**config.mk**
```make
export PLATFORM = sky130hd
export DESIGN_NAME = dma_read_top
export DESIGN_NICKNAME = d
export VERILOG_FILES = /design/src/hw/dma_pkg.sv /design/src/hw/dma_read_top.sv /design/src/hw/pkt_fifo.sv /design/src/hw/pkt_sink.sv /design/src/hw/rd_ctrl.sv
export SDC_FILE = /design/constraint.sdc
export NUM_CORES = 1
export LEC_CHECK = 0
export BUFFER_PORTS_ARGS = -buffer_cell sky130_fd_sc_hd__buf_2
export CAP_MARGIN = 15
export CORE_AREA = 2 2 400 303
export CTS_BUF_LIST = sky130_fd_sc_hd__clkbuf_8 sky130_fd_sc_hd__clkbuf_16
export DETAILED_ROUTE_END_ITERATION = 12
export DIE_AREA = 0 0 402 305
export SYNTH_ARGS = -nofsm -noshare
export SYNTH_HDL_FRONTEND = slang
export SYNTH_SLANG_ARGS = --single-unit
```
**constraint.sdc**
```tcl
create_clock -name clk -period 6 [get_ports clk]
set_input_delay 1.2 -clock clk [delete_from_list [all_inputs] [get_ports clk]]
set_output_delay 1.2 -clock clk [all_outputs]
set_load 0.005 [all_outputs]
```
**src/hw/dma_pkg.sv**
```systemverilog
package dma_pkg;

    // bus widths
    localparam int WORD_W  = 32;
    localparam int ADDR_W  = 32;
    localparam int BURST_W = 16;    // matches the avalon burstcount port

    // byte symbols per readdata word
    localparam int BYTES_PER_WORD = WORD_W / 8;

    // one data word as returned by memory
    typedef logic [WORD_W-1:0] word_t;

    // byte address on the avalon side
    typedef logic [ADDR_W-1:0] addr_t;

    // burst length in words
    typedef logic [BURST_W-1:0] burst_t;

endpackage

```
**src/hw/dma_read_top.sv**
```systemverilog
`timescale 1ns/1ps

module dma_read_top import dma_pkg::*; #(
    parameter int MAX_BURST  = 4,
    parameter int FIFO_DEPTH = 16     // at least 2*MAX_BURST
) (
    input  logic   clk,
    input  logic   reset,
    // host side
    input  logic   start,
    input  addr_t  pkt_begin,
    input  addr_t  pkt_end,
    input  logic   out_stall,
    output logic   busy,
    output logic   done,
    output word_t  out_data,
    output logic   out_valid,
    output word_t  pkt_sum,
    output logic   sum_valid,
    // avalon-mm master
    output addr_t  address,
    output logic   read,
    output burst_t burstcount,
    input  word_t  readdata,
    input  logic   readdatavalid,
    input  logic   waitrequest
);

    logic   push, pop, empty, almost_full, pkt_start;
    word_t  push_data, pop_data;
    burst_t pkt_words;

    rd_ctrl #(
        .MAX_BURST (MAX_BURST)
    ) u_rd_ctrl (
        .clk, .reset, .start, .pkt_begin, .pkt_end, .almost_full,
        .address, .read, .burstcount, .readdata, .readdatavalid, .waitrequest,
        .push, .push_data, .pkt_start, .pkt_words, .busy, .done
    );

    pkt_fifo #(
        .FIFO_DEPTH (FIFO_DEPTH),
        .MAX_BURST  (MAX_BURST),
        .payload_t  (word_t)
    ) u_fifo (
        .clk, .reset, .push, .push_data, .pop, .pop_data, .empty, .almost_full
    );

    pkt_sink u_sink (
        .clk, .reset, .pkt_start, .pkt_words, .empty, .out_stall, .pop, .pop_data,
        .out_data, .out_valid, .pkt_sum, .sum_valid
    );

endmodule

```
**src/hw/pkt_fifo.sv**
```systemverilog
`timescale 1ns/1ps

module pkt_fifo #(
    parameter int  FIFO_DEPTH = 16,
    parameter int  MAX_BURST  = 4,
    parameter type payload_t  = logic [31:0]
) (
    input  logic     clk,
    input  logic     reset,
    input  logic     push,
    input  payload_t push_data,
    input  logic     pop,
    output payload_t pop_data,
    output logic     empty,
    output logic     almost_full
);

    localparam int PTR_W    = (FIFO_DEPTH > 1) ? $clog2(FIFO_DEPTH) : 1;
    localparam int CNT_W    = $clog2(FIFO_DEPTH + 1);
    // leave room for one whole burst still in flight
    localparam int AF_LEVEL = FIFO_DEPTH - MAX_BURST;

    payload_t mem [FIFO_DEPTH];

    logic [PTR_W-1:0] wr_ptr, rd_ptr;
    logic [CNT_W-1:0] count;

    assign pop_data    = mem[rd_ptr];   // show-ahead head
    assign empty       = (count == '0);
    assign almost_full = (count >= CNT_W'(AF_LEVEL));

    always_ff @(posedge clk) begin
        if (push)
            mem[wr_ptr] <= push_data;
    end

    always_ff @(posedge clk) begin
        if (!reset) begin
            wr_ptr <= '0;
            rd_ptr <= '0;
            count  <= '0;
        end else begin
            if (push)
                wr_ptr <= (wr_ptr == PTR_W'(FIFO_DEPTH - 1)) ? '0 : wr_ptr + 1'b1;
            if (pop)
                rd_ptr <= (rd_ptr == PTR_W'(FIFO_DEPTH - 1)) ? '0 : rd_ptr + 1'b1;

            case ({push, pop})
                2'b10:   count <= count + 1'b1;
                2'b01:   count <= count - 1'b1;
                default: count <= count;    // both or neither
            endcase
        end
    end

endmodule

```
**src/hw/pkt_sink.sv**
```systemverilog
`timescale 1ns/1ps

module pkt_sink import dma_pkg::*; (
    input  logic   clk,
    input  logic   reset,
    input  logic   pkt_start,
    input  burst_t pkt_words,
    input  logic   empty,
    input  logic   out_stall,
    output logic   pop,
    input  word_t  pop_data,
    output word_t  out_data,
    output logic   out_valid,
    output word_t  pkt_sum,
    output logic   sum_valid
);

    burst_t words_q;    // expected length of the current packet
    burst_t count;
    logic   armed;      // packet open, checksum not yet reported

    // drain whenever something is there and the output is free
    assign pop = !empty && !out_stall;

    always_ff @(posedge clk) begin
        if (!reset)
            out_valid <= 1'b0;
        else
            out_valid <= pop;
    end

    always_ff @(posedge clk) begin
        out_data <= pop_data;
    end

    always_ff @(posedge clk) begin
        if (pkt_start)
            words_q <= pkt_words;
    end

    // count and checksum over the output words
    always_ff @(posedge clk) begin
        if (!reset) begin
            count     <= '0;
            pkt_sum   <= '0;
            armed     <= 1'b0;
            sum_valid <= 1'b0;
        end else begin
            sum_valid <= 1'b0;
            if (pkt_start) begin
                count   <= '0;
                pkt_sum <= '0;
                armed   <= 1'b1;
            end else if (out_valid) begin
                count   <= count + 1'b1;
                pkt_sum <= pkt_sum + out_data;     // wraps mod 2^32
                if (armed && (count + 1'b1) == words_q) begin
                    sum_valid <= 1'b1;
                    armed     <= 1'b0;
                end
            end
        end
    end

endmodule

```
**src/hw/rd_ctrl.sv**
```systemverilog
`timescale 1ns/1ps

module rd_ctrl import dma_pkg::*; #(
    parameter int MAX_BURST = 4
) (
    input  logic   clk,
    input  logic   reset,
    input  logic   start,
    input  addr_t  pkt_begin,
    input  addr_t  pkt_end,
    input  logic   almost_full,
    // avalon-mm read master
    output addr_t  address,
    output logic   read,
    output burst_t burstcount,
    input  word_t  readdata,
    input  logic   readdatavalid,
    input  logic   waitrequest,
    // buffer write side
    output logic   push,
    output word_t  push_data,
    // packet info for the consumer
    output logic   pkt_start,
    output burst_t pkt_words,
    output logic   busy,
    output logic   done
);

    typedef enum logic [1:0] {IDLE, RUN, DONE} state_t;

    state_t state;

    addr_t  begin_q, end_q;     // latched byte range
    logic   start_q;            // registered start, loads the counters
    logic [ADDR_W-1:0] words_left;  // words not yet requested
    burst_t beats_left;         // beats still due in the current burst
    burst_t next_burst;
    logic   issue;

    // burst size is the smaller of MAX_BURST and what is left
    assign next_burst = (words_left < MAX_BURST) ? burst_t'(words_left) : burst_t'(MAX_BURST);

    // new burst once the previous one has fully returned and there is room
    assign issue = (state == RUN) && !start_q && !read && (beats_left == '0) &&
                   (words_left != '0) && !almost_full;

    assign busy = (state != IDLE);
    assign done = (state == DONE);   // one cycle, then back to idle

    always_ff @(posedge clk) begin
        if (!reset) begin
            state <= IDLE;
        end else begin
            case (state)
                IDLE: if (start) state <= RUN;
                RUN: begin
                    // last beat has just been pushed
                    if (push && !start_q && !read && beats_left == '0 && words_left == '0)
                        state <= DONE;
                end
                default: state <= IDLE;
            endcase
        end
    end

    // start capture
    always_ff @(posedge clk) begin
        if (!reset) begin
            start_q   <= 1'b0;
            pkt_start <= 1'b0;
        end else begin
            start_q   <= start && (state == IDLE);
            pkt_start <= start && (state == IDLE);
        end
    end

    always_ff @(posedge clk) begin
        if (start && state == IDLE) begin
            begin_q   <= pkt_begin;
            end_q     <= pkt_end;
            pkt_words <= burst_t'((pkt_end - pkt_begin) / BYTES_PER_WORD);
        end
    end

    // word and beat counters
    always_ff @(posedge clk) begin
        if (!reset) begin
            words_left <= '0;
            beats_left <= '0;
        end else begin
            if (start_q)
                words_left <= (end_q - begin_q) / BYTES_PER_WORD;
            else if (issue)
                words_left <= words_left - next_burst;

            if (issue)
                beats_left <= next_burst;
            else if (readdatavalid && beats_left != '0)
                beats_left <= beats_left - 1'b1;
        end
    end

    // avalon command, held until waitrequest drops
    always_ff @(posedge clk) begin
        if (!reset) begin
            read <= 1'b0;
        end else if (issue) begin
            read <= 1'b1;
        end else if (!waitrequest) begin
            read <= 1'b0;
        end
    end

    always_ff @(posedge clk) begin
        if (start_q)
            address <= begin_q;
        else if (read && !waitrequest)
            address <= address + addr_t'(burstcount) * BYTES_PER_WORD;  // next burst base

        if (issue)
            burstcount <= next_burst;
    end

    // every returned beat goes to the buffer one cycle later
    always_ff @(posedge clk) begin
        if (!reset)
            push <= 1'b0;
        else
            push <= readdatavalid && (state == RUN);
    end

    always_ff @(posedge clk) begin
        push_data <= readdata;
    end

endmodule

```
==> run metrics <==
CP startpoint kind register; initial core utilization 29.77%; Yosys cell types 80; initial antenna violation count 4; DRT Pass-1 Iters 5; die width 402 um; final setup fails 0; Post-CTS Setup Inserts 0; Worst Path Max Fanout 9; Reg2Reg Setup Slack 2.06 ns; Slew Limit Fails 0; Total Routed Length 84570 um; max frequency 253.9 MHz; htree depth 3; CP Buf/Inv Count 0; Req. time, crit path 6.59 ns; core area between 100000 and 150000 um2; cell count after synthesis 2326; Tmin final 3.938 ns; Remaining DRCs 0; pre-CTS worst setup slack between 2 and 2.5 ns; total track usage between 10 and 15%; Async S/R FF share, synth 0%; Slew HR 35.35%; die height 305 um; Worst-Skew Late Latency around 0.7 ns; commonest non-fill, non-tap cell in the layout edfxtp_1; CTS Root Cell clkbuf_16; TritonCTS clock tree yes; post-synthesis sequential area ratio roughly 66%; total power between 15000 and 20000 uW; area grow syn2layout 17.17%; RSZ-0062 raised after global routing no; number of global-route vias before repair ~20000; slowest cell on the critical path and4b_1; DR WL/cell 19.97 um; min-delay src u_rd_ctrl.pkt_words[10]; worst slew pin tran 0.9688 ns; reg2reg start u_rd_ctrl.words_left[13]; Yosys warnings 0; Setup Skew around 0.094 ns; Rows 110; Top FF cell, synth edfxtp_1; first-pass GRT wire length 126300 um; # IOs 219; final instance count without filler cells 4235; post-cts sizing count 0; share of layout cells above drive strength 1 22.79%; status finished, final reports clean; Period Utilization, post-route 65.63%; CTS Sinks roughly 840; initial drt markers 1715; CP Class register to register; leakage power 0.01447 uW; Max clock buf depth 3; hold crit path type register to register; reg2reg end u_rd_ctrl.words_left[16]; DR vias/cell 4.817; worst hold endpoint u_sink.words_q[10]; Max-Cap Viols 0; cts hold-fix bufs 0; Mapped Avg Cell Area 15.22 um2; die area 122600 um2; gr ovfl total 0; Power Dens Cells 363.2 nW/um2; Top delay family on crit path simple AND/OR/NAND/NOR gates; post-route ant nets 0; final setup margin 2.062 ns; Vias 20400; Inst Count DP ~4100; post-DP HPWL 52590 um; GP Congestion 0.8141; critical-path cell list or4_1 > nand4bb_1 > and4b_1 > nand2_1 > nand2_1 > ha_1 > o21ai_0 > nand3_4 > nor2_1 > xor2_1 > nor2_1 > a211oi_1; Hold Crit Depth 0; # port buffers 218; TritonCTS buffer count 86; most frequent cells in the layout 656 x edfxtp_1, 218 x buf_2, 175 x dfxtp_1; #FFs+latches synth 837; CP endpoint kind register; Clock transition at path regs 0.06 ns; nets@finish 2800; EDFF count, synth 656; pin count of the biggest net entering global routing 100; WP data arrival 4.52 ns; setup total negative slack 0 ns; Peak VDD IR 0.2233 mV; final hold vios 0; worst-case reg-to-reg path depth 12; area of the mapped netlist between 30000 and 40000 um2; critical path's largest stage delay 0.63 ns
## area by class of cell
cell class	instances	area, um2
tap	1568	1962
antenna	3	7.507
clock inverter	73	797.0
multi-input combinational	1332	11490
sequential	837	23340
clock buffer	89	2193
inverter	84	320.3
timing repair buffer	249	1361
fill	11440	77440
## layer usage
metal	wire length [um]	GRT usage, %	up-vias
met3	5420	2.991	113
met5	17	0	-
met4	1873	3.838	4
met2	37660	20.40	528
met1	39590	19.78	10260
li1	-	-	9490
## flip-flops by register name, summed over array words and instances, names as in the netlist, 2 cells and up
| register | flops |
|---|---|
| u_rd_ctrl.words_left | 32 |
| u_fifo.wr_ptr | 4 |
| u_rd_ctrl.burstcount | 16 |
| u_sink.count | 16 |
| u_rd_ctrl.begin_q | 32 |
| u_rd_ctrl.push_data | 32 |
| u_sink.pkt_sum | 32 |
| u_rd_ctrl.address | 32 |
| u_rd_ctrl.beats_left | 16 |
| u_sink.words_q | 16 |
| u_fifo.count | 5 |
| u_rd_ctrl.state | 2 |
| u_rd_ctrl.end_q | 32 |
| u_fifo.mem | 512 |
| u_rd_ctrl.pkt_words | 16 |
| u_sink.out_data | 32 |
| u_fifo.rd_ptr | 4 |
## cells in the mapped netlist, drive strengths merged, types with 5 or more instances
master,count,area (um2)
edfxtp,656,19700
dfxtp,181,3623
nor2,162,613.1
mux4,160,3603
nand2,120,450.4
ha,105,1314
a21oi,101,509.2
xnor2,88,770.7
inv,82,307.8
o21ai,82,410.4
xor2,71,621.9
clkbuf,57,214.0
nor3,45,230.2
nand3,40,217.7
a21o,35,262.8
mux2i,30,300.3
buf,28,128.9
and2,27,168.9
a211oi,23,177.7
and3,22,137.6
nand4,19,118.9
nor4,17,140.1
nand2b,13,83.83
o21a,13,97.59
or3,12,80.08
a31o,11,96.34
nor2b,10,62.56
a31oi,9,56.30
o211ai,8,60.06
o22ai,8,50.05
a2111oi,7,61.31
nor3b,7,57.55
o21bai,7,52.55
or4,6,48.80
o31ai,5,37.54
or2,5,31.28
## how the worst max path moves through the flow
stage,start,to,slack (ns),depth (start not counted)
3_5_place_dp,u_rd_ctrl.words_left[12],u_rd_ctrl.words_left[16],2.15,12
4_1_cts,u_rd_ctrl.words_left[13],u_rd_ctrl.words_left[16],2.15,12
6_report,u_rd_ctrl.words_left[13],u_rd_ctrl.words_left[16],2.06,12
2_1_floorplan,start,u_rd_ctrl.begin_q[0],0.92,2
5_1_grt,u_rd_ctrl.words_left[13],u_rd_ctrl.words_left[16],1.77,12
3_3_place_gp,pkt_begin[1],u_rd_ctrl.pkt_words[15],2.17,11
## cells by family (layout without fill, tap and decap cells)
family                     count (synthesis)  in the layout  share of synthesized area [%]
DFF                                      837            837                          65.89
and+or+nand+nor                          518            518                          7.218
AOI/OAI and AO/OA                        342            342                          6.119
muxes                                    191            191                          11.06
buffers and inverters                    169            495                          1.874
xor gates and xnor gates                 159            159                          3.934
adders and majority gates                108            108                          3.881
other                                      2             17                        0.02122
## power by group
part / internal (uW) / switching, uW / leakage [uW]
Combinational: 1210 / 1320 / 0.00551
Clock: 3180 / 2380 / 0.00151
Sequential: 6570 / 396 / 0.00745
## stage by stage
step	instance area, um2	hold WS, ns	util, %
6_report	41470	0.4163	34.87
5_1_grt	41460	0.4217	34.87
4_1_cts	41460	0.4187	34.87
3_5_place_dp	38470	0.4045	32.35
3_3_place_gp	38470	0.4035	32.35
2_1_floorplan	35440	0.4003	-
## worst reg2reg max path: cells and delay by family (launching register included)
kind | cells | cell delay, ns
xor gates and xnor gates | 1 | 0.12
DFF | 1 | 0.35
adders and majority gates | 1 | 0.31
and+or+nand+nor | 8 | 2.47
AOI/OAI and AO/OA | 2 | 0.58
Power figures use the tool's default switching activity.
